**src/design/cache_defs.svh**
```systemverilog
//--------------------------------------------------------------------------
// Size parameters of the data cache storage block. Included by the
// package and by every array that sizes its storage from these values.
//--------------------------------------------------------------------------

`ifndef CACHE_DEFS_SVH
`define CACHE_DEFS_SVH

//--------------------------------------------------------------------------
// Address and line geometry
//--------------------------------------------------------------------------

// Width of a full byte address as seen by the lookup port
`define CACHE_ADDR_WIDTH 32

// Number of lines in the direct-mapped cache
`define CACHE_DEPTH 64

//--------------------------------------------------------------------------
// Data organisation
//--------------------------------------------------------------------------

// Words held by one line, a power of two
`define CACHE_WORDS 4

// Width of one data word in bits, a whole number of bytes
`define CACHE_WORD_WIDTH 32

`endif

```
**src/design/cache_pkg.sv**
```systemverilog
//--------------------------------------------------------------------------
// Shared types of the cache storage block: address fields, data words
// and the structs carried by the update and lookup ports.
//--------------------------------------------------------------------------

`include "cache_defs.svh"

package cache_pkg;

    // Field widths derived from the geometry macros
    localparam int INDEX_WIDTH  = $clog2(`CACHE_DEPTH);
    localparam int OFFSET_WIDTH = $clog2(`CACHE_WORDS);
    localparam int BYTE_WIDTH   = $clog2(`CACHE_WORD_WIDTH / 8);
    localparam int TAG_WIDTH    = `CACHE_ADDR_WIDTH - INDEX_WIDTH - OFFSET_WIDTH - BYTE_WIDTH;
    localparam int LINE_WIDTH   = `CACHE_WORDS * `CACHE_WORD_WIDTH;

    typedef logic [INDEX_WIDTH-1:0]       index_t;
    typedef logic [OFFSET_WIDTH-1:0]      offset_t;
    typedef logic [TAG_WIDTH-1:0]         tag_t;
    typedef logic [`CACHE_WORD_WIDTH-1:0] word_t;
    // Word 0 sits in the least significant bits of a line
    typedef logic [LINE_WIDTH-1:0]        line_t;

    // One controller write, any mix of the four enables may be set
    typedef struct packed {
        index_t  index;
        tag_t    tag;
        offset_t offset;
        word_t   data;
        logic    write_tag;
        logic    write_word;
        logic    write_valid;
        logic    write_dirty;
        logic    valid;
        logic    dirty;
    } update_req_t;

    typedef struct packed {
        tag_t    tag;
        index_t  index;
        offset_t offset;
    } lookup_req_t;

    typedef struct packed {
        logic valid;
        logic dirty;
    } status_t;

    // Resident tag and dirty bit let the controller address a write-back
    typedef struct packed {
        logic  hit;
        logic  valid;
        logic  dirty;
        tag_t  tag;
        word_t data;
    } lookup_rsp_t;

endpackage

```
**src/design/lookup_stage.sv**
```systemverilog
//--------------------------------------------------------------------------
// Back end of the lookup path. Delays the request by one cycle to meet
// the array outputs, then compares tags, selects the word and registers
// the response, two cycles after the request was accepted.
//--------------------------------------------------------------------------

`timescale 1ns/1ps

`include "cache_defs.svh"

module lookup_stage (
    input  logic                   clk_i,
    input  logic                   arst_n_i,

    // Request, presented in the same cycle as the array reads
    input  logic                   req_en_i,
    input  cache_pkg::lookup_req_t req_i,

    // Array outputs, one cycle after the request
    input  cache_pkg::status_t     status_i,
    input  cache_pkg::tag_t        tag_i,
    input  cache_pkg::line_t       line_i,

    // Response, valid for exactly one cycle
    output logic                   rsp_valid_o,
    output cache_pkg::lookup_rsp_t rsp_o
);

    import cache_pkg::*;

    //----------------------------------------------------------------------
    // Stage 1, request alignment
    //----------------------------------------------------------------------

    logic    req_en_q;
    tag_t    req_tag_q;
    offset_t req_offset_q;

    // Only the enable is control state and needs a reset
    always_ff @(posedge clk_i or negedge arst_n_i) begin
        if (!arst_n_i) begin
            req_en_q <= 1'b0;
        end else begin
            req_en_q <= req_en_i;
        end
    end

    // Tag and offset travel alongside the array read of the same request
    always_ff @(posedge clk_i) begin
        if (req_en_i) begin
            req_tag_q    <= req_i.tag;
            req_offset_q <= req_i.offset;
        end
    end

    //----------------------------------------------------------------------
    // Stage 2, compare and select
    //----------------------------------------------------------------------

    logic  hit;
    word_t sel_word;

    // A hit needs a valid line and a matching resident tag
    assign hit = status_i.valid && (req_tag_q == tag_i);

    // Pick the addressed word out of the registered line
    always_comb begin
        sel_word = line_i[`CACHE_WORD_WIDTH-1:0];
        for (int w = 1; w < `CACHE_WORDS; w++) begin
            if (req_offset_q == offset_t'(w)) begin
                sel_word = line_i[w*`CACHE_WORD_WIDTH +: `CACHE_WORD_WIDTH];
            end
        end
    end

    always_ff @(posedge clk_i or negedge arst_n_i) begin
        if (!arst_n_i) begin
            rsp_valid_o <= 1'b0;
        end else begin
            rsp_valid_o <= req_en_q;
        end
    end

    // Dirty is passed on as stored, even for an invalid line
    always_ff @(posedge clk_i) begin
        if (req_en_q) begin
            rsp_o.hit   <= hit;
            rsp_o.valid <= status_i.valid;
            rsp_o.dirty <= status_i.dirty;
            rsp_o.tag   <= tag_i;
            rsp_o.data  <= sel_word;
        end
    end

endmodule

```
**config.mk**
```make
export PLATFORM = sky130hd
export DESIGN_NAME = lookup_stage
export DESIGN_NICKNAME = d
export VERILOG_FILES = /design/src/design/cache_pkg.sv /design/src/design/lookup_stage.sv
export VERILOG_INCLUDE_DIRS = /design/src /design/src/design
export SDC_FILE = /design/constraint.sdc
export NUM_CORES = 1
export LEC_CHECK = 0
export ABC_AREA = 1
export BUFFER_PORTS_ARGS = -buffer_cell sky130_fd_sc_hd__buf_4
export CORE_ASPECT_RATIO = 0.6
export CORE_UTILIZATION = 25
export CTS_BUF_LIST = sky130_fd_sc_hd__clkbuf_8
export DETAILED_ROUTE_END_ITERATION = 12
export MAX_ROUTING_LAYER = met4
export PLACE_DENSITY_LB_ADDON = 0.12
export SYNTH_ARGS = -nofsm -noshare
export SYNTH_HDL_FRONTEND = slang
export SYNTH_SLANG_ARGS = --single-unit
```
**constraint.sdc**
```tcl
create_clock -name clk_i -period 2.8 [get_ports clk_i]
set_input_delay 0.42 -clock clk_i [delete_from_list [all_inputs] [get_ports clk_i]]
set_output_delay 0.42 -clock clk_i [all_outputs]
set_load 0.01 [all_outputs]
```
* Word level (Yosys, flattened, before mapping)
Cells that the tools add are included.
** Operators by class
- Reductions and logical operators :: 1
- Eq/ne operators :: 4
- Mux-type cells :: 3
** Operators by type and width (number)
- 32-bit two-way mux :: 3
- 22-bit equality test :: 1
- 2-bit equality test, second input constant :: 2
- 2-bit by 1-bit equality test with 1-bit output, second input constant :: 1
- 1-bit logical AND :: 1
** Word-level totals
- Word-level logic and storage cells :: 17
- Output and inout bits :: 58
- Register bits after elaboration :: 83

* Depth between registers and ports, before layout
- Depth in word-level cells :: 4
- Depth in mapped cells :: 8

* Worst setup path after synthesis
OpenSTA, ideal clock, no wires.
- Kind :: flip-flop to flip-flop
- Start point :: register req_en_q
- End point :: register rsp_o[0] (netlist name), enable pin
- Buffers on the path :: 0
- Slack :: 0.929 ns
- Data arrival time :: 1.456 ns
- Cell stages (with the launch flop) :: 1
- Required time :: 2.385 ns
- Path through :: dfrtp_1
** RTL lines
- start: declaration :: line lookup_stage.sv:35 : logic req_en_q;
- start signal: assignment :: line lookup_stage.sv:44 : req_en_q <= req_en_i;
- end: declaration :: line lookup_stage.sv:26 : output cache_pkg::lookup_rsp_t rsp_o
No word-level cell between the ends.

* Worst setup path in the final report
- Start point :: register req_offset_q[1]
- End point :: register rsp_o[13] (netlist name) (data pin)
** Between the ends
- Word-level cells in the longest chain between the ends :: 4
- Elaborated cells between the ends (all ways) :: 6
** RTL lines
- start: declaration :: line lookup_stage.sv:37 : offset_t req_offset_q;
- start signal: assignment :: line lookup_stage.sv:52 : req_offset_q <= req_i.offset;
- 2-bit by 1-bit equality test with 1-bit output :: line lookup_stage.sv:70 : if (req_offset_q == offset_t'(w)) begin
- 32-bit two-way mux (2 in series) :: line lookup_stage.sv:70
- 32-bit two-way mux (*) :: line lookup_stage.sv:70
- via sel_word[13] :: line lookup_stage.sv:61 : word_t sel_word;
Mark *: on every way through the listed nets, which the timed path passes. The rest lies on a longest branch.
A chain may end at the register's enable or synchronous reset.

==> impl_metrics.ini <==
[clock_network]
numCtsBuffers = 9
ctsResizeCount = 0
root_buffer = clkbuf_8
path_clk_slew_ps = 90
clkLatencyLatePin_ps = 350
cts_setup_buffers = 0
holdBufCountCts = 1
h-tree-depth = 3
cts_tree = yes
cts_buffer_depth = 2
clock-sinks = 83

[worst_setup_path]
cp.required_ps = 2950
end_kind = flop
r2r_slack_ps = 1070
reg2reg_to = rsp_o[13]
crit_fanout = 31
reg2reg_depth = 5
crit_arrival_ps = 1880
timing.rr.start = req_offset_q[1]
cp-start-kind = flop
critical_path_class = reg -> reg

[drt]
drt-total-wl_mm = 12.1
drt_iter0_drc = 184
drc_errors = 0
vias = 3538
wire_per_inst_um = 14.7
viasPerCell = 4.29
drt-pass1-iter-count = 5
antenna_left = 0

[grt]
track_usage = 0.156
grt_pass1_wl_mm = 18.6
grt_overflow = 0
antenna_found_initial = 0
grt_max_degree = 33
grt_pass1_vias = 3670

[sta]
fin_skew_ps = 8.64
maxSlewHeadroom = 0.503
period_share = 0.618
setup_viol = 0
slew_viol_final = 0
rsz0062_at_grt = no
fmax_mhz = 578
period_needed_ps = 1730
setup_tns_ps = 0
worst_slew_pin_slew_ps = 746
hold_viol_final = 0
whs_ps = 242

[layout]
drive_gt1_frac = 0.438
syn_to_final_growth_pct = 54.7
nNetsFinal = 801
fillCellCount = 1538
post-route-cell-area_um2 = 6060
antennaDiodeCount = 0

[logic_synthesis]
ys_seq_area_frac = 0.634
synth.area.top_cells = edfxtp_1 62%, nand2_1 8.6%, nor2_1 7.1%
synth_top_area_cell = edfxtp_1
synth_cell_types = 18
postSynthCellCount = 380
yosys_warnings = 0
syn_area_um2 = 3920
yosysMostFrequentCell = nand2_1
avgSynthCellArea_um2 = 10.3
synth_common_cells = 90 x nand2_1, 81 x edfxtp_1, 74 x nor2_1
synth_edf_count = 81
synthArstFlopShare = 0.0241
synth_ff_type = edfxtp_1
synth_top_area_share = 0.621
ys_seq_elements = 83
synth_nets = 565

[power_and_ir_drop]
p_per_area_nw_per_um2 = 492
ir_worst_vdd_uv = 202
fin_total_pwr_w = 0.00298
leakage_nw = 2.79

[hold_path]
hp-class = in -> reg
worstHoldStart = req_i[17]
holdPathEnd = req_tag_q[9]
whs_path_depth = 1

[placement]
postPlaceCellArea_um2 = 5850
port_buffers = 236
gp_congestion = 0.821
post-dp-hpwl_mm = 9.13

[die]
core_um2 = 15300
die_w_um = 164
num_io_pins = 243
initial_core_util = 0.256
rows = 35
die_h_um = 99.0
dieArea_um2 = 16200

[outcome]
status = completed

[run]
drv_cap = 0
==> worst max path at each step <==
stage	startpoint	end	slack, ps
floorplan	req_en_q	rsp_o[0]	930
global placement	req_offset_q[0]	rsp_o[31]	1050
detailed placement	req_offset_q[0]	rsp_o[31]	1040
CTS	req_offset_q[0]	rsp_o[2]	1040
global route	req_offset_q[0]	rsp_o[31]	930
finish	req_offset_q[1]	rsp_o[13]	1070
==> logic make-up (layout without fill, tap and decap cells) <==
logic type,Yosys count,in the layout,share of synthesized area
xor+xnor,1,1,0.00224
compound gates,71,71,0.123
simple gates,171,171,0.170
flops,83,83,0.634
buf+inv,54,295,0.0712
==> cell type report <==
class / instances / area [µm²] / area share
clock buffers: 9 / 124 / 0.0204
clock inverters: 7 / 76.3 / 0.0126
multi-input cells: 243 / 1160 / 0.191
inverters: 39 / 149 / 0.0246
repair buffers: 240 / 1820 / 0.300
flip-flops and latches: 83 / 2480 / 0.410
well taps: 203 / 254 / 0.0419
==> cell usage in the layout, fill, tap and decap left out <==
cell type      Yosys  routed
buf_4              2     238
nand2_1           90      90
edfxtp_1          81      81
nor2_1            74      74
o21ai_0           42      42
inv_1             36      37
o31ai_1           18      18
o31ai_2           11      11
clkbuf_8           0       9
nand3_1            3       3
clkinvlp_4         0       3
inv_2              2       2
nand2_4            2       2
nand2_2            1       1
inv_4              1       1
nor3_1             1       1
xnor2_1            1       1
bufinv_16          0       1
inv_8              0       1
inv_6              0       1
dlygate4sd3_1      0       1
buf_12             0       1
dfrtp_2            0       1
dfrtp_1            2       1
==> critical path, cell delays in order (launching register included) <==
cell and delay (ps):
edfxtp_1 460, inv_2 110, nand2_4 220, nand2_4 410, nor2_1 80, o31ai_1 250
==> power breakdown <==
| part | internal [W] | switching (W) |
|---|---|---|
| Sequential | 0.00147 | 0.0000378 |
| Clock | 0.000419 | 0.000465 |
| Combinational | 0.000310 | 0.000276 |
==> per-layer routing <==
metal	share of wire	GRT usage	up-vias
li1	-	-	1748
met1	0.46	0.199	1640
met2	0.46	0.246	144
met3	0.075	0.0429	6
met4	0.0067	0.0356	0
met5	0	-	-
==> per-stage QoR <==
step	std cells	worst slack, ps	util
floorplan	380	929	-
global placement	807	1050	0.382
detailed placement	807	1040	0.382
CTS	824	1040	0.395
global route	824	933	0.395
finish	824	1070	0.395
==> flip-flops by register name, indices dropped and copies added, names as in the netlist <==
register	cells
req_offset_q	2
req_tag_q	22
rsp_o	57
rsp_valid_o	1
req_en_q	1
No activity file was read; power rests on OpenSTA's default activity.
