**src/design/cache_defs.svh**
```systemverilog
//--------------------------------------------------------------------------
// Size parameters of the data cache storage block. Included by the
// package and by every array that sizes its storage from these values.
//--------------------------------------------------------------------------

`ifndef CACHE_DEFS_SVH
`define CACHE_DEFS_SVH

//--------------------------------------------------------------------------
// Address and line geometry
//--------------------------------------------------------------------------

// Width of a full byte address as seen by the lookup port
`define CACHE_ADDR_WIDTH 32

// Number of lines in the direct-mapped cache
`define CACHE_DEPTH 64

//--------------------------------------------------------------------------
// Data organisation
//--------------------------------------------------------------------------

// Words held by one line, a power of two
`define CACHE_WORDS 4

// Width of one data word in bits, a whole number of bytes
`define CACHE_WORD_WIDTH 32

`endif

```
**src/design/cache_pkg.sv**
```systemverilog
//--------------------------------------------------------------------------
// Shared types of the cache storage block: address fields, data words
// and the structs carried by the update and lookup ports.
//--------------------------------------------------------------------------

`include "cache_defs.svh"

package cache_pkg;

    // Field widths derived from the geometry macros
    localparam int INDEX_WIDTH  = $clog2(`CACHE_DEPTH);
    localparam int OFFSET_WIDTH = $clog2(`CACHE_WORDS);
    localparam int BYTE_WIDTH   = $clog2(`CACHE_WORD_WIDTH / 8);
    localparam int TAG_WIDTH    = `CACHE_ADDR_WIDTH - INDEX_WIDTH - OFFSET_WIDTH - BYTE_WIDTH;
    localparam int LINE_WIDTH   = `CACHE_WORDS * `CACHE_WORD_WIDTH;

    typedef logic [INDEX_WIDTH-1:0]       index_t;
    typedef logic [OFFSET_WIDTH-1:0]      offset_t;
    typedef logic [TAG_WIDTH-1:0]         tag_t;
    typedef logic [`CACHE_WORD_WIDTH-1:0] word_t;
    // Word 0 sits in the least significant bits of a line
    typedef logic [LINE_WIDTH-1:0]        line_t;

    // One controller write, any mix of the four enables may be set
    typedef struct packed {
        index_t  index;
        tag_t    tag;
        offset_t offset;
        word_t   data;
        logic    write_tag;
        logic    write_word;
        logic    write_valid;
        logic    write_dirty;
        logic    valid;
        logic    dirty;
    } update_req_t;

    typedef struct packed {
        tag_t    tag;
        index_t  index;
        offset_t offset;
    } lookup_req_t;

    typedef struct packed {
        logic valid;
        logic dirty;
    } status_t;

    // Resident tag and dirty bit let the controller address a write-back
    typedef struct packed {
        logic  hit;
        logic  valid;
        logic  dirty;
        tag_t  tag;
        word_t data;
    } lookup_rsp_t;

endpackage

```
**src/design/tag_memory.sv**
```systemverilog
//--------------------------------------------------------------------------
// Tag array of the cache, one tag per line. Simple dual-port RAM with a
// write port for the controller and a registered read port for lookups.
//--------------------------------------------------------------------------

`timescale 1ns/1ps

`include "cache_defs.svh"

module tag_memory (
    input  logic              clk_i,

    // Write port, a tag is written when a line is filled
    input  logic              wr_en_i,
    input  cache_pkg::index_t wr_index_i,
    input  cache_pkg::tag_t   wr_tag_i,

    // Read port, addressed by the lookup index
    input  logic              rd_en_i,
    input  cache_pkg::index_t rd_index_i,
    output cache_pkg::tag_t   rd_tag_o
);

    import cache_pkg::*;

    // Contents are undefined until the controller fills a line
    // Without a reset the array maps onto block or distributed RAM
    tag_t tag_ram [`CACHE_DEPTH];

    // Write side
    always_ff @(posedge clk_i) begin
        if (wr_en_i) begin
            tag_ram[wr_index_i] <= wr_tag_i;
        end
    end

    // Read side with an output register and read-before-write behaviour
    // A read and a write to the same index in one cycle give the old tag
    always_ff @(posedge clk_i) begin
        if (rd_en_i) begin
            rd_tag_o <= tag_ram[rd_index_i];
        end
    end

endmodule

```
**config.mk**
```make
export PLATFORM = sky130hd
export DESIGN_NAME = tag_memory
export DESIGN_NICKNAME = d
export VERILOG_FILES = /design/src/design/cache_pkg.sv /design/src/design/tag_memory.sv
export VERILOG_INCLUDE_DIRS = /design/src /design/src/design
export SDC_FILE = /design/constraint.sdc
export NUM_CORES = 1
export LEC_CHECK = 0
export BUFFER_PORTS_ARGS = -buffer_cell sky130_fd_sc_hd__buf_2
export CORE_UTILIZATION = 40
export CTS_CLUSTER_SIZE = 25
export DETAILED_ROUTE_END_ITERATION = 10
export PLACE_DENSITY = 0.54
export SLEW_MARGIN = 20
export SYNTH_ARGS = -nofsm -noshare
export SYNTH_HDL_FRONTEND = slang
export SYNTH_SLANG_ARGS = --single-unit
```
**constraint.sdc**
```tcl
create_clock -name clk_i -period 11.26 [get_ports clk_i]
set_input_delay 3.378 -clock clk_i [delete_from_list [all_inputs] [get_ports clk_i]]
set_output_delay 3.378 -clock clk_i [all_outputs]
set_load 0.02 [all_outputs]
```
==> Word-level counts from Yosys, hierarchy flattened <==
Memories as Yosys holds them, arrays and structs flattened. A register that Yosys moved wholly into a read port is not among the register bits.
Cells that the tools add are included.
{ "totals": {"register_bits": 0, "output_inout_bits": 22, "mem_count": 1, "input_bits": 37, "mem_bits_rw": 1408, "wordCells": 3} }
{ "memory_table": {"columns": ["name", "words", "width", "read_ports", "rd_ports_with_merged_regs", "wr", "line", "text"], "rows": [
  ["tag_ram", 64, 22, 1, 1, 1, "tag_memory.sv:28", "tag_t tag_ram [`CACHE_DEPTH];"]
]} }
{ "classes": {"muxes": 2} }
{ "op_table": {"columns": ["cell", "n"], "rows": [
  ["two-way mux 1 bit", 2]
]} }

==> Depth between registers and ports, before layout <==
{ "depth": {"word_depth": 2, "depth_mapped": 9, "depth_no_buf": 5} }

==> Least setup slack after synthesis <==
OpenSTA, ideal clock, no wires.
{ "synth_timing": {"path_kind": "input to register", "from": "input wr_index_i[3]", "to": "memory tag_ram[48][0] (netlist bit), enable pin", "t_required_ns": 10.831, "path_stages": 4, "path_buffers": 1, "setup_time_ns": 0.429, "arrival_time_ns": 5.437, "path_slack_ns": 5.394, "cell_sequence": "clkbuf_1 nor2b_1 nand4b_1 nor3_1"} }
{ "synth_rtl": {"columns": ["item", "line", "text"], "rows": [
  ["start: declaration", "tag_memory.sv:15", "input cache_pkg::index_t wr_index_i,"],
  ["end: declaration", "tag_memory.sv:28", null]
]} }
No word-level cell before the write port.

==> impl_metrics.env <==
export IMPL_post_cts_buffers=0
export IMPL_syn_mean_instance_area_sq_um=23.2
export IMPL_worstSetupEndpoint="rd_tag_o[17]$_DFFE_PP_"
export IMPL_vias_per_cell=5.74
export IMPL_routed_via_count=25200
export IMPL_fin_skew_ns=0.0197
export IMPL_cts_made_buffers=147
export IMPL_p_sw_share_pct=21.2
export IMPL_fin_setup_tns_ns=0
export IMPL_syn_cell_area_sq_um=54500
export IMPL_final_cell_mix="edfxtp_1 (1430), mux4_2 (352), clkbuf_16 (152), mux2i_1 (70), buf_4 (66)"
export IMPL_synth_nets=2386
export IMPL_dr_pass1_iters=6
export IMPL_wire_per_inst_um=30.7
export IMPL_ir_drop_mv=0.145
export IMPL_io_pins=59
export IMPL_drc_errors=0
export IMPL_p_sw_w=0.00236
export IMPL_p_int_w=0.00880
export IMPL_synth_seq_cells=1430
export IMPL_finalHoldViolations=0
export IMPL_slew_violations=0
export IMPL_power_total_w=0.0112
export IMPL_preCtsSetupSlack_ns=3.96
export IMPL_setup_violations=0
export IMPL_place_inst=4119
export IMPL_grt_pass1_vias=25800
export IMPL_grt_use_total_pct=19.8
export IMPL_min_period_ns=6.45
export IMPL_clk_latency_ns=0.78
export IMPL_port_buffers=58
export IMPL_ctsHoldBuffers=0
export IMPL_fmax_mhz=155
export IMPL_path_class="in -> reg"
export IMPL_cp_arrival_ns=7.09
export IMPL_yosysWarningCount=0
export IMPL_gp_congestion=0.771
export IMPL_crit_path_end_kind="flip-flop"
export IMPL_layout_commonest_cell="edfxtp_1"
export IMPL_drt_initial_drc_count=2805
export IMPL_cp_startpoint="rd_index_i[0]"
export IMPL_rrSetupSlack_ns=8.90
export IMPL_fill_cells=11100
export IMPL_synth_cell_types=37
export IMPL_area_delta_synth_final_pct=13.7
export IMPL_cts_tree="built"
export IMPL_clkPwrFrac_pct=42.2
export IMPL_dieArea_sq_um=138000
export IMPL_dp_hpwl_mm=72.7
export IMPL_fin_cells=4393
export IMPL_reg2reg_depth=4
export IMPL_hold_path_class="reg -> reg"
export IMPL_cts_sinks=1430
export IMPL_rsz0062_at_grt="no"
export IMPL_h_tree_depth=4
export IMPL_p_per_area_nw_per_um2=180
export IMPL_max_slew_margin_rel_pct=24.3
export IMPL_fp_row_count=135
export IMPL_start_kind="primary input"
export IMPL_drv_cap=0
export IMPL_outcome="completed"
export IMPL_root_buffer="clkbuf_16"
export IMPL_grt_antenna_before_repair=12
export IMPL_finalWirelength_mm=135
export IMPL_final_nets=2525
export IMPL_clk_pin_slew_worst_paths_ns=0.06
export IMPL_die_w_um=371
export IMPL_power_frac_seq_pct=53.1
export IMPL_p_leak_nw=19.1
export IMPL_pwr_share_comb_pct=4.7
export IMPL_grt_overflow=0
export IMPL_timing_rr_start="tag_ram[53][4]$_DFFE_PP_"
export IMPL_clockBufferDepth=3
export IMPL_tightest_slew_ns=1.13
export IMPL_required_ns=11.90
export IMPL_cp_max_fo=71
export IMPL_cts_resized=0
export IMPL_grt_pass1_wl_mm=191
export IMPL_start_util_pct=40.3
export IMPL_core_sq_um=135000
export IMPL_seq_area_frac_synth_pct=78.8
export IMPL_min_period_over_period_pct=57.3
export IMPL_syn_inst=2349
export IMPL_setup_ws_ns=4.81
export IMPL_die_h_um=371
export IMPL_final_antenna_net_count=0
export IMPL_r2r_end="rd_tag_o[4]$_DFFE_PP_"
export IMPL_drive_gt1_share_pct=29.2
export IMPL_grt_max_degree=122
==> layer usage <==
| layer | GRT usage (%) | vias to the layer above | share of wire (%) |
|---|---|---|---|
| met1 | 27.6 | 13800 | 42 |
| met2 | 32.2 | 888 | 49 |
| met3 | 3.95 | 178 | 6.8 |
| li1 | - | 10400 | - |
| met5 | 0 | - | 0.042 |
| met4 | 4.96 | 10 | 2.0 |
==> cell type report <==
cell class              instances  area (sq um)  share of cell area [%]
clock inverters                87           731                    1.18
diodes                          3          7.51                  0.0121
multi-input cells             785         11200                    18.1
repair buffers                124           883                    1.43
flip-flops and latches       1430         42900                    69.3
well taps                    1781          2230                    3.60
clock buffers                 183          3920                    6.33
==> sequential cells by signal (all words and copies together), names as in the netlist <==
name,cells
rd_tag_o,22
tag_ram,1408
==> stage by stage <==
step / utilization (%) / hold slack [ns] / area [sq um]
floorplan: - / 0.806 / 54500
global placement: 42.3 / 0.905 / 57200
detailed placement: 42.3 / 0.912 / 57200
CTS: 45.7 / 0.922 / 61900
global route: 45.8 / 0.985 / 61900
finish: 45.8 / 0.921 / 61900
==> worst max-delay path: stages <==
cell	delay [ns]
buf_8	0.61
buf_4	0.81
or3b_2	0.61
o221ai_1	0.26
a211oi_1	0.11
a221oi_1	0.92
a21o_1	0.23
==> worst min-delay path by stage <==
stage | startpoint | end | slack (ns) | depth (start not counted)
final | tag_ram[20][19]$_DFFE_PP_ | rd_tag_o[19]$_DFFE_PP_ | 0.92 | 3
after global routing | tag_ram[22][20]$_DFFE_PP_ | rd_tag_o[20]$_DFFE_PP_ | 0.99 | 3
after CTS | tag_ram[22][19]$_DFFE_PP_ | rd_tag_o[19]$_DFFE_PP_ | 0.92 | 3
after detailed placement | tag_ram[22][19]$_DFFE_PP_ | rd_tag_o[19]$_DFFE_PP_ | 0.91 | 3
after floorplan | tag_ram[48][20]$_DFFE_PP_ | rd_tag_o[20]$_DFFE_PP_ | 0.81 | 5
after global placement | tag_ram[23][19]$_DFFE_PP_ | rd_tag_o[19]$_DFFE_PP_ | 0.90 | 3
==> cell usage after synthesis <==
master	instances	area (sq um)
a211o_1	6	52.6
nor3_1	6	30.0
nor2_1	82	308
or3_1	2	12.5
a31oi_1	3	18.8
mux4_2	352	7930
o21ai_1	2	10.0
buf_4	32	240
mux2_2	12	135
o221ai_1	13	114
a21oi_1	19	95.1
a211oi_1	13	97.6
nand3b_1	7	52.6
edfxtp_1	1430	42900
a221oi_1	20	175
buf_1	5	18.8
buf_6	1	11.3
o21ai_0	21	105
or2_2	1	6.26
a21o_1	1	7.51
a22o_1	22	193
clkbuf_2	1	5.00
nor2b_1	12	75.1
nand2_1	21	78.8
o32ai_1	4	35.0
nand4b_1	1	8.76
and3_1	4	25.0
buf_2	39	195
and2_1	4	25.0
a22oi_1	44	330
o22ai_1	8	50.1
mux2i_1	70	701
nand2b_1	4	25.0
nand3_1	27	135
or3b_2	2	17.5
clkbuf_1	56	210
nand4_1	2	12.5
==> power by group through the flow <==
stage,logic (W),registers (W),clock network (W)
5_1_grt,0.000565,0.00592,0.00499
4_1_cts,0.000540,0.00592,0.00479
2_1_floorplan,0.000288,0.00604,0
6_report,0.000530,0.00592,0.00471
3_3_place_gp,0.000529,0.00603,0
3_5_place_dp,0.000539,0.00603,0
==> cells by family after synthesis <==
family / Yosys count / share of synthesized area (%)
AO/OA/AOI/OAI: 176 / 2.36
AND/OR/NAND/NOR: 175 / 1.49
buffers and inverters: 134 / 1.25
flip-flops: 1430 / 78.8
multiplexers: 434 / 16.1
Power figures use the tool's default switching activity.
