File: src/design/cache_defs.svh
//--------------------------------------------------------------------------
// Size parameters of the data cache storage block. Included by the
// package and by every array that sizes its storage from these values.
//--------------------------------------------------------------------------

`ifndef CACHE_DEFS_SVH
`define CACHE_DEFS_SVH

//--------------------------------------------------------------------------
// Address and line geometry
//--------------------------------------------------------------------------

// Width of a full byte address as seen by the lookup port
`define CACHE_ADDR_WIDTH 32

// Number of lines in the direct-mapped cache
`define CACHE_DEPTH 64

//--------------------------------------------------------------------------
// Data organisation
//--------------------------------------------------------------------------

// Words held by one line, a power of two
`define CACHE_WORDS 4

// Width of one data word in bits, a whole number of bytes
`define CACHE_WORD_WIDTH 32

`endif

File: src/design/cache_pkg.sv
//--------------------------------------------------------------------------
// Shared types of the cache storage block: address fields, data words
// and the structs carried by the update and lookup ports.
//--------------------------------------------------------------------------

`include "cache_defs.svh"

package cache_pkg;

    // Field widths derived from the geometry macros
    localparam int INDEX_WIDTH  = $clog2(`CACHE_DEPTH);
    localparam int OFFSET_WIDTH = $clog2(`CACHE_WORDS);
    localparam int BYTE_WIDTH   = $clog2(`CACHE_WORD_WIDTH / 8);
    localparam int TAG_WIDTH    = `CACHE_ADDR_WIDTH - INDEX_WIDTH - OFFSET_WIDTH - BYTE_WIDTH;
    localparam int LINE_WIDTH   = `CACHE_WORDS * `CACHE_WORD_WIDTH;

    typedef logic [INDEX_WIDTH-1:0]       index_t;
    typedef logic [OFFSET_WIDTH-1:0]      offset_t;
    typedef logic [TAG_WIDTH-1:0]         tag_t;
    typedef logic [`CACHE_WORD_WIDTH-1:0] word_t;
    // Word 0 sits in the least significant bits of a line
    typedef logic [LINE_WIDTH-1:0]        line_t;

    // One controller write, any mix of the four enables may be set
    typedef struct packed {
        index_t  index;
        tag_t    tag;
        offset_t offset;
        word_t   data;
        logic    write_tag;
        logic    write_word;
        logic    write_valid;
        logic    write_dirty;
        logic    valid;
        logic    dirty;
    } update_req_t;

    typedef struct packed {
        tag_t    tag;
        index_t  index;
        offset_t offset;
    } lookup_req_t;

    typedef struct packed {
        logic valid;
        logic dirty;
    } status_t;

    // Resident tag and dirty bit let the controller address a write-back
    typedef struct packed {
        logic  hit;
        logic  valid;
        logic  dirty;
        tag_t  tag;
        word_t data;
    } lookup_rsp_t;

endpackage

File: src/design/status_memory.sv
//--------------------------------------------------------------------------
// Valid and dirty bits of every cache line. Each bit bank has its own
// write enable, and one registered read port returns both bits of a line.
//--------------------------------------------------------------------------

`timescale 1ns/1ps

`include "cache_defs.svh"

module status_memory (
    input  logic               clk_i,
    input  logic               arst_n_i,

    // Write port driven by the cache controller
    input  cache_pkg::index_t  wr_index_i,
    input  logic               wr_valid_en_i,
    input  logic               wr_dirty_en_i,
    input  cache_pkg::status_t wr_status_i,

    // Read port driven by the lookup path
    input  logic               rd_en_i,
    input  cache_pkg::index_t  rd_index_i,
    output cache_pkg::status_t rd_status_o
);

    //----------------------------------------------------------------------
    // Bit banks
    //----------------------------------------------------------------------

    // One flop per line in each bank, so the whole bank clears at once
    logic [`CACHE_DEPTH-1:0] valid_bank;
    logic [`CACHE_DEPTH-1:0] dirty_bank;

    // Both banks share the write index but never each other's enable
    // A line can be marked dirty while its valid bit stays untouched
    always_ff @(posedge clk_i or negedge arst_n_i) begin
        if (!arst_n_i) begin
            valid_bank <= '0;
            dirty_bank <= '0;
        end else begin
            if (wr_valid_en_i) begin
                valid_bank[wr_index_i] <= wr_status_i.valid;
            end
            if (wr_dirty_en_i) begin
                dirty_bank[wr_index_i] <= wr_status_i.dirty;
            end
        end
    end

    //----------------------------------------------------------------------
    // Registered read
    //----------------------------------------------------------------------

    // The banks are sampled before this edge's write takes effect
    // So a read and a write to the same line return the old bits
    // The output holds its last value while no read is requested
    always_ff @(posedge clk_i or negedge arst_n_i) begin
        if (!arst_n_i) begin
            rd_status_o <= '0;
        end else if (rd_en_i) begin
            rd_status_o.valid <= valid_bank[rd_index_i];
            rd_status_o.dirty <= dirty_bank[rd_index_i];
        end
    end

endmodule

File: config.mk
export PLATFORM = sky130hd
export DESIGN_NAME = status_memory
export DESIGN_NICKNAME = d
export VERILOG_FILES = /design/src/design/cache_pkg.sv /design/src/design/status_memory.sv
export VERILOG_INCLUDE_DIRS = /design/src /design/src/design
export SDC_FILE = /design/constraint.sdc
export NUM_CORES = 1
export LEC_CHECK = 0
export BUFFER_PORTS_ARGS = -buffer_cell sky130_fd_sc_hd__buf_2
export CAP_MARGIN = 20
export CORE_ASPECT_RATIO = 0.5
export CORE_MARGIN = 8
export CORE_UTILIZATION = 35
export DETAILED_ROUTE_END_ITERATION = 10
export PLACE_DENSITY_LB_ADDON = 0.25
export SLEW_MARGIN = 15
export SYNTH_ARGS = -nofsm -noshare
export SYNTH_HDL_FRONTEND = slang
export SYNTH_SLANG_ARGS = --single-unit
File: constraint.sdc
create_clock -name clk_i -period 1.8 [get_ports clk_i]
set_input_delay 0.36 -clock clk_i [delete_from_list [all_inputs] [get_ports clk_i]]
set_output_delay 0.36 -clock clk_i [all_outputs]
set_load 0.02 [all_outputs]
# After elaboration in Yosys (flattened, before gate mapping)
# Cells that the tools add are included.
[classes]
n_lt_le_gt_ge = 3
n_mux = 8
reduce_logical = 1
[op_table]
columns = ["cell", "count"]
rows = [
  ["bitwise mux 64 bit", 2],
  ["less-than comparator 6 x 7 -> 1 bit (second input constant)", 2],
  ["binary-select mux 1 bit (select 6 bit)", 2],
  ["demux 1 bit (select 6 bit)", 1],
  [">= comparator 6 x 1 -> 1 bit (second input constant)", 1],
  ["2-to-1 mux 1 bit", 3],
  ["logical AND 1 bit", 1],
]
[word_totals]
regBits = 130
input_bits = 19
out_inout_bits = 2
word_cells = 16

# Depth between registers and ports, before layout
# Gate-level depths: netlist (run 1).
[logic_depth]
ltp_word = 5
depth_mapped = 8
depth_no_buf = 5

# Least setup slack after synthesis (run 1)
# No wires, ideal clock.
[synth_path]
path_type = "input port to flip-flop"
startpoint = "input rd_index_i[0]"
endpoint = "register rd_status_o[1] in the netlist's numbering"
setup_time_ps = 138
arrival_ps = 1541
required_time_ps = 1662
path_slack_ps = 121
stages = 7
path_buffers = 2
path_cell_list = "buf_6 > buf_8 > mux4_2 > mux2i_1 > a221oi_1 > a21oi_1 > o221ai_1"
[synth_between]
elab_chain_len = 2
[synth_rtl]
columns = ["element", "line_no", "source"]
rows = [
  ["from (decl)", "status_memory.sv:22", "input cache_pkg::index_t rd_index_i,"],
  ["binary-select mux 1 bit (select 6 bit)", "status_memory.sv:61", "rd_status_o.valid <= valid_bank[rd_index_i];"],
  ["2-to-1 mux 1 bit (implied by the code)", "status_memory.sv:61", ""],
  ["to (decl)", "status_memory.sv:23", "output cache_pkg::status_t rd_status_o"],
]
# Every way passes these cells. The select of a mux whose other input is x is not followed.
# A chain may end at the register's enable or synchronous reset.

# Worst setup path after layout (run 1)
[layout_path]
startpoint = "register valid_bank[62]"
endpoint = "register rd_status_o[1] in the netlist's numbering"
[layout_between]
elab_chain_len = 2
[layout_rtl]
columns = ["element", "line_no", "source"]
rows = [
  ["from (decl)", "status_memory.sv:31", "logic [`CACHE_DEPTH-1:0] valid_bank;"],
  ["from (signal, indexed assignment)", "status_memory.sv:42", "valid_bank[wr_index_i] <= wr_status_i.valid;"],
  ["binary-select mux 1 bit (select 6 bit)", "status_memory.sv:61", ""],
  ["2-to-1 mux 1 bit (implied by the code)", "status_memory.sv:61", ""],
]
# Every way passes these cells. The select of a mux whose other input is x is not followed.

==> results.cfg, run 1 <==
[outcome]
outcome = finished, final reports clean

[clock_tree]
cts_sinks = 130
cts-root-buf = clkbuf_16
h-tree-depth = 4
clockBufferDepth = 2
clk_latency_ns = 0.42
path_clk_slew_ns = 0.06
numCtsBuffers = 17
cts_tree = yes

[detailed_routing]
drc = 0
vias_per_cell = 5.076
detail_route.wl_per_cell_um = 18.96
drt-initial-drc-count = 255
via_count = 4599
dr.pass1.iters = 4
final_antenna_net_count = 0
routed_wl_um = 17180

[synth]
ys_seq_area_share_pct = 47.62
synth_nets = 591
synth_top_area_cell = dfrtp_1
syn_area_per_cell_um2 = 11.94
synth_cell_types = 40
synth.cell_area_um2 = 6832
yosys.area.top_type_share_pct = 47.62
synthTopCellsByArea = dfrtp_1 (48%), mux2_2 (21%), mux4_1 (5.0%)
postSynthCellCount = 572
yosysWarnings = 0
synth_ff_type = dfrtp_1
async_reset_ff_share_pct = 100.0
synth_enable_flop_cells = 0
synth-seq-cells = 130

[worst_setup_path]
start_kind = register
cp_max_fo = 2
path_buf_inv = 0
worst-setup-path-type = reg -> reg
crit_required_ns = 2.08
critical_path.slowest_cell = mux4_2
slowest_delay_ns = 0.46
cp_top_family = multiplexers
r2r_slack_ns = 0.05
crit_arrival_ns = 2.03
endpoint_kind = register
crit_chain = mux4_2 -> mux2i_1 -> o2111ai_1 -> a21oi_1 -> o221ai_1

[layout]
synthToLayoutAreaGrowth_pct = 21.78
final_cell_mix = dfrtp_1 (130), mux2_2 (128), nand2_1 (81)
layout.nets = 646
fillers = 1870
finish.utilization_pct = 43.15
seqCellArea_um2 = 3253
antennaDiodeCount = 0
fin_area_um2 = 8319
multi_input_area_um2 = 3385
layout.cells.non_filler = 906
layout-drive-gt1-share_pct = 39.38
final_common_cell = dfrtp_1

[floorplanning]
die_x_um = 213.6
core_um2 = 19280
start_util_pct = 35.44
die_h_um = 114.8
die_area_um2 = 24520
pin_count = 21
num_rows = 36

[placement]
place_congestion = 0.7804
portBuffers = 20
place_hpwl_um = 12070
placed_cells = 873
placed_area_um2 = 7707
place_ws_ns = -0.3666

[timing]
setup_ws_ns = 0.04709
fmax_ghz = 0.5705
setup_viol = 0
finalHoldWorstSlack_ns = 0.3423
finalClockSkew_ns = 0.008262
finalHoldViolCount = 0
fin_crit_ns = 1.753
slew_headroom_pct = 31.15
rsz0062_at_grt = no
slew_violations = 0
fin_crit_sh_pct = 97.38
tightest_slew_ns = 1.033
tns_ns = 0

[pwr]
cellLeakagePower_nw = 3.736
power_mw = 8.149
ir_worst_vdd_mv = 0.6221
p_per_area_nw_per_um2 = 979.5

[global_routing]
globalRoute.totalOverflow = 0
grt_max_degree = 65
grtUsageTotal_pct = 15.17
antenna_found_initial = 0
grt_pass1_vias = 4932
grt_first_pass_wirelength_um = 28370

[run]
max-cap-violations = 0

[worst_hold_path]
hp-class = in -> reg
per-layer routing:
| layer | wire (µm) | global-route usage [%] |
|---|---|---|
| met2 | 7944 | 23.07 |
| met1 | 8533 | 21.28 |
| met5 | 0 | 0 |
| met4 | 220 | 4.998 |
| met3 | 479 | 3.265 |
worst reg2reg max path, cell delays in order, from the launching register on:
cell	delay, ns
dfrtp_1	0.37
mux4_2	0.46
mux2i_1	0.30
o2111ai_1	0.16
a21oi_1	0.18
o221ai_1	0.13
final timing paths:
| check | end | cells after the start | startpoint |
|---|---|---|---|
| max in group asynchronous | dirty_bank[19] | 3 | arst_n_i |
| min in group asynchronous | valid_bank[32] | 2 | arst_n_i |
| hold / removal | rd_status_o[0] | 4 | rd_en_i |
| setup / recovery | rd_status_o[1] | 5 | valid_bank[62] |
| setup reg to reg | rd_status_o[1] | 5 | valid_bank[62] |
| hold reg to reg | valid_bank[27] | 1 | valid_bank[27] |
area by class of cell:
type,count,area share (%)
Multi-Input combinational cell,403,40.68
Sequential cell,130,39.10
Tap cell,266,4.001
Clock inverter,11,1.549
Timing Repair Buffer,75,9.009
Clock buffer,21,5.655
repair_timing:
item                                    CTS  global route
resized for setup                         0             2
hold buffers                              1             0
endpoints found under the setup margin    0             2
endpoints found under the hold margin    30             0
buffers inserted                          0             0
where the power goes:
group          switching, mW  internal, mW
Clock                   1.34          2.16
Combinational          0.501         0.632
Sequential             0.206          3.31
Total                   2.05          6.10
cell usage after synthesis, drive strengths merged (5+ instances only):
cell and count:
nor3 6, dfrtp 130, mux4 24, nand3b 5
nor2 69, mux2 138, buf 23, nand2 82
mux2i 8, and2 8, nor2b 11, clkbuf 16
sequential cells by signal, indices dropped and copies added (netlist names):
signal       flops
valid_bank      64
rd_status_o      2
dirty_bank      64
cell families after synthesis:
group / after synthesis / synth area share (%)
flip-flops: 130 / 47.62
AO/OA/AOI/OAI: 24 / 2.601
AND/OR/NAND/NOR: 209 / 14.40
multiplexers: 170 / 32.55
buffers and inverters: 39 / 2.839
Power figures use the tool's default switching activity.
==> run 2: changes to the inputs <==
==> constraint.sdc (replaced) <==
create_clock -name clk_i -period 2 [get_ports clk_i]
set_input_delay 0.4 -clock clk_i [delete_from_list [all_inputs] [get_ports clk_i]]
set_output_delay 0.4 -clock clk_i [all_outputs]
set_load 0.02 [all_outputs]
==> results.cfg, run 2 (synthesis results as in run 1) <==
[outcome]
outcome = finished, final reports clean

[worst_setup_path]
reg2reg_from = dirty_bank[35]
start_kind = input port
reg2regPathDepth = 4
r2r_slack_ns = 0.27
endpoint_kind = register
cp_max_fo = 14
worst-setup-path-type = in -> reg
crit_arrival_ns = 2.04
crit_required_ns = 2.28
timing.rr.end = rd_status_o[0]

[layout]
layout-drive-gt1-share_pct = 38.16
largest_registers = dirty_bank: 64 flops, valid_bank: 64 flops, rd_status_o: 2 flops
final_common_cell = dfrtp_1
synthToLayoutAreaGrowth_pct = 19.07
layout.nets = 635
layout.cells.non_filler = 895
fillers = 1827
antennaDiodeCount = 0
fin_area_um2 = 8134
final_cell_mix = dfrtp_1 (130), mux2_2 (128), nand2_1 (81)
multi_input_area_um2 = 3385
seqCellArea_um2 = 3253

[placement]
portBuffers = 20
placed_area_um2 = 7475
place_ws_ns = -0.1478
place_hpwl_um = 11910
place_congestion = 0.7760
placed_cells = 862

[floorplanning]
start_util_pct = 35.44
die_area_um2 = 24520
pin_count = 21
num_rows = 36
die_h_um = 114.8
core_um2 = 19280
die_x_um = 213.6

[pwr]
intPower_mw = 5.775
ir_worst_vdd_mv = 0.5271
clock_power_share_pct = 45.0
combPwrFrac_pct = 13.1
netSwitchingPower_mw = 1.776
cellLeakagePower_nw = 3.656
p_seq_share_pct = 41.8
p_per_area_nw_per_um2 = 928.3
swShare_pct = 23.52

[global_routing]
antenna_found_initial = 0
globalRoute.totalOverflow = 0
grtUsageTotal_pct = 14.78
grt_max_degree = 50
grt_pass1_vias = 4848
grt_first_pass_wirelength_um = 27860

[worst_hold_path]
whs_path_depth = 4
holdCritStartpoint = rd_en_i
hp-class = in -> reg
whs_endpoint = rd_status_o[0]

[clock_tree]
cts_sinks = 130
clk_latency_ns = 0.42
post_cts_buffers = 0
postCtsHoldBufs = 1
postCtsResizedCells = 0
h-tree-depth = 4
cts_tree = yes
numCtsBuffers = 17
path_clk_slew_ns = 0.05
cts-root-buf = clkbuf_16
clockBufferDepth = 2

[timing]
setup_ws_ns = 0.2377
fmax_ghz = 0.5674
finalClockSkew_ns = 0.006679
tightest_slew_ns = 0.5800
slew_headroom_pct = 61.33
rsz0062_at_grt = no
fin_crit_ns = 1.762
slew_violations = 0
setup_viol = 0
fin_crit_sh_pct = 88.11
finalHoldViolCount = 0

[detailed_routing]
drt-initial-drc-count = 233
vias_per_cell = 5.075
final_antenna_net_count = 0
via_count = 4542
routed_wl_um = 16980
dr.pass1.iters = 4
detail_route.wl_per_cell_um = 18.98
drc = 0

[run]
max-cap-violations = 0
-- run 2: changes by cell type in the layout (fill, tap and decap cells not counted), sizes merged --
| cell | previous run | this run |
|---|---|---|
| buf | 73 | 63 |
| clkinv | 6 | 1 |
| bufinv | 2 | 4 |
| clkbuf | 22 | 24 |
| clkinvlp | 2 | 3 |
| inv | 1 | 0 |
-- run 2: layer usage --
layer / vias to the layer above / global-route usage (%) / wire, µm
li1: 2127 / - / -
met1: 2336 / 20.76 / 8248
met2: 64 / 22.79 / 7822
met3: 15 / 3.156 / 709
met4: 0 / 4.180 / 204
met5: - / 0 / 0
-- run 2: final cells by class --
class / instances / share of cell area [%]
timing repair buffer: 64 / 6.322
tap: 266 / 4.092
clock buffer: 24 / 6.168
multi-input combinational: 403 / 41.61
sequential: 130 / 39.99
clock inverter: 8 / 1.815
-- run 2: worst max path at each step --
stage,slack (ns),start,endpoint
2_1_floorplan,0.28,rd_index_i[0],rd_status_o[1]
3_3_place_gp,-0.1,rd_index_i[0],rd_status_o[0]
3_5_place_dp,-0.15,rd_index_i[0],rd_status_o[0]
4_1_cts,0.27,rd_index_i[0],rd_status_o[0]
5_1_grt,0.15,valid_bank[30],rd_status_o[1]
6_report,0.24,rd_index_i[0],rd_status_o[0]
-- run 2: power groups by stage --
stage / registers, mW / clock network [mW] / logic, mW
after CTS: 3.16 / 3.46 / 1.01
after global placement: 3.20 / 0 / 0.982
after floorplan: 3.13 / 0 / 0.682
final: 3.16 / 3.40 / 0.991
after global routing: 3.20 / 3.59 / 1.09
after detailed placement: 3.20 / 0 / 1.00
-- run 2: critical path, stage by stage --
cell	delay (ns)
buf_2	0.11
buf_4	0.24
mux4_1	0.58
mux2_2	0.27
o21ai_0	0.26
o221ai_1	0.17
-- run 2: metrics by stage --
step | util [%] | setup TNS [ns] | total power [mW] | hold slack [ns]
2_1_floorplan | - | 0 | 3.813 | 0.1044
3_3_place_gp | 38.77 | -0.1485 | 4.178 | 0.3150
3_5_place_dp | 38.77 | -0.2037 | 4.203 | 0.3163
4_1_cts | 42.19 | 0 | 7.626 | 0.3758
5_1_grt | 42.19 | 0 | 7.874 | 0.4109
6_report | 42.19 | 0 | 7.551 | 0.3830
==> run 3: changes to the inputs <==
--- a/config.mk
+++ b/config.mk
@@ -8,7 +8,7 @@
 export LEC_CHECK = 0
 export BUFFER_PORTS_ARGS = -buffer_cell sky130_fd_sc_hd__buf_2
 export CAP_MARGIN = 20
-export CORE_ASPECT_RATIO = 0.5
+export CORE_ASPECT_RATIO = 1.1
 export CORE_MARGIN = 8
 export CORE_UTILIZATION = 35
 export DETAILED_ROUTE_END_ITERATION = 10
==> results.cfg, run 3 (synthesis results as in run 1) <==
[floorplanning]
core_um2 = 19100
die_h_um = 162.5
die_x_um = 149.2
pin_count = 21
start_util_pct = 35.77
die_area_um2 = 24250
num_rows = 53

[layout]
layout.cells.non_filler = 870
final_cell_mix = dfrtp_1 (130), mux2_2 (128), nand2_1 (81)
antennaDiodeCount = 0
fillers = 1789
layout.nets = 629
multi_input_area_um2 = 3385
finish.utilization_pct = 42.26
layout-drive-gt1-share_pct = 37.88
largest_registers = dirty_bank: 64 flops, valid_bank: 64 flops, rd_status_o: 2 flops
seqCellArea_um2 = 3253
final_common_cell = dfrtp_1
synthToLayoutAreaGrowth_pct = 18.13

[clock_tree]
cts-root-buf = clkbuf_16
postCtsHoldBufs = 1
numCtsBuffers = 17
h-tree-depth = 4
post_cts_buffers = 0
path_clk_slew_ns = 0.06
clk_latency_ns = 0.43
postCtsResizedCells = 0
cts_sinks = 130
cts_tree = yes
clockBufferDepth = 2

[detailed_routing]
vias_per_cell = 5.224
drc = 0
via_count = 4545
routed_wl_um = 17200
drt-initial-drc-count = 253
final_antenna_net_count = 0
dr.pass1.iters = 4
detail_route.wl_per_cell_um = 19.77

[global_routing]
grtUsageTotal_pct = 14.99
grt_first_pass_wirelength_um = 27830
globalRoute.totalOverflow = 0
antenna_found_initial = 0
grt_pass1_vias = 4822
grt_max_degree = 65

[placement]
place_ws_ns = -0.1290
portBuffers = 20
place_congestion = 0.7899
placed_cells = 837
place_hpwl_um = 12220

[worst_hold_path]
hp-class = in -> reg

[run]
max-cap-violations = 0

[pwr]
swShare_pct = 24.48
netSwitchingPower_mw = 1.820
p_per_area_nw_per_um2 = 921.1
combPwrFrac_pct = 13.2
p_seq_share_pct = 42.6
ir_worst_vdd_mv = 0.6220
cellLeakagePower_nw = 3.616
clock_power_share_pct = 44.1
intPower_mw = 5.613

[worst_setup_path]
crit_chain = buf_2 -> buf_12 -> mux4_1 -> mux2_2 -> o21ai_0 -> o221ai_1
crit_required_ns = 2.29
critical_path.slowest_cell = mux4_1
cp_max_fo = 14
endpoint_kind = register
crit_arrival_ns = 1.98
cp_top_family = multiplexers
path_buf_inv = 2
slowest_delay_ns = 0.55
worst-setup-path-type = in -> reg
start_kind = input port

[timing]
finalClockSkew_ns = 0.006039
slew_headroom_pct = 31.93
tightest_slew_ns = 1.021
tns_ns = 0
fmax_ghz = 0.5900
setup_ws_ns = 0.3051
finalHoldViolCount = 0
setup_viol = 0
fin_crit_ns = 1.695
fin_crit_sh_pct = 84.74
slew_violations = 0
rsz0062_at_grt = no

[outcome]
outcome = finished, final reports clean
[run 3: metrics by stage]
step / hold slack [ns] / total power, mW / cell area (µm²)
finish: 0.3956 / 7.433 / 8070
global route: 0.4014 / 7.749 / 8070
CTS: 0.3737 / 7.503 / 8070
detailed placement: 0.3768 / 4.201 / 7427
global placement: 0.3714 / 4.162 / 7427
floorplan: 0.1044 / 3.813 / 6832
[run 3: path summary, 6_finish.rpt]
check / cells past startpoint / end / start / slack [ns]
worst max-delay path: 6 / rd_status_o[0] / rd_index_i[0] / 0.31
min in group asynchronous: 2 / dirty_bank[5] / arst_n_i / 0.47
worst min register to register: 1 / valid_bank[27] / valid_bank[27] / 0.48
worst max register to register: 4 / rd_status_o[0] / dirty_bank[35] / 0.31
max in group asynchronous: 3 / valid_bank[28] / arst_n_i / 0.90
worst min-delay path: 4 / rd_status_o[0] / rd_en_i / 0.40
[run 3: layer usage]
| metal | global-route usage (%) | routed length (µm) | vias up |
|---|---|---|---|
| met2 | 23.82 | 8450 | 88 |
| li1 | - | - | 2123 |
| met3 | 4.113 | 745 | 20 |
| met4 | 4.272 | 194 | 0 |
| met1 | 19.63 | 7807 | 2314 |
| met5 | 0 | 0 | - |
[run 3: power by group through the flow]
| stage | combinational [mW] | sequential [mW] | clock [mW] |
|---|---|---|---|
| detailed placement | 0.990 | 3.21 | 0 |
| global route | 1.07 | 3.21 | 3.47 |
| CTS | 0.996 | 3.17 | 3.34 |
| global placement | 0.958 | 3.20 | 0 |
| floorplan | 0.682 | 3.13 | 0 |
| finish | 0.983 | 3.17 | 3.28 |
[run 3: area by class of cell]
class	instances	area share, %
clock buffer	21	5.953
multi-input combinational	403	41.94
sequential	130	40.31
timing repair buffer	58	6.078
clock inverter	11	1.891
tap	247	3.829
[run 3: worst reg2reg max path, stage by stage, from the launching register on]
cell and delay, ns:
dfrtp_1 0.38, mux4_1 0.50, mux2_2 0.28, o21ai_0 0.23, o221ai_1 0.17
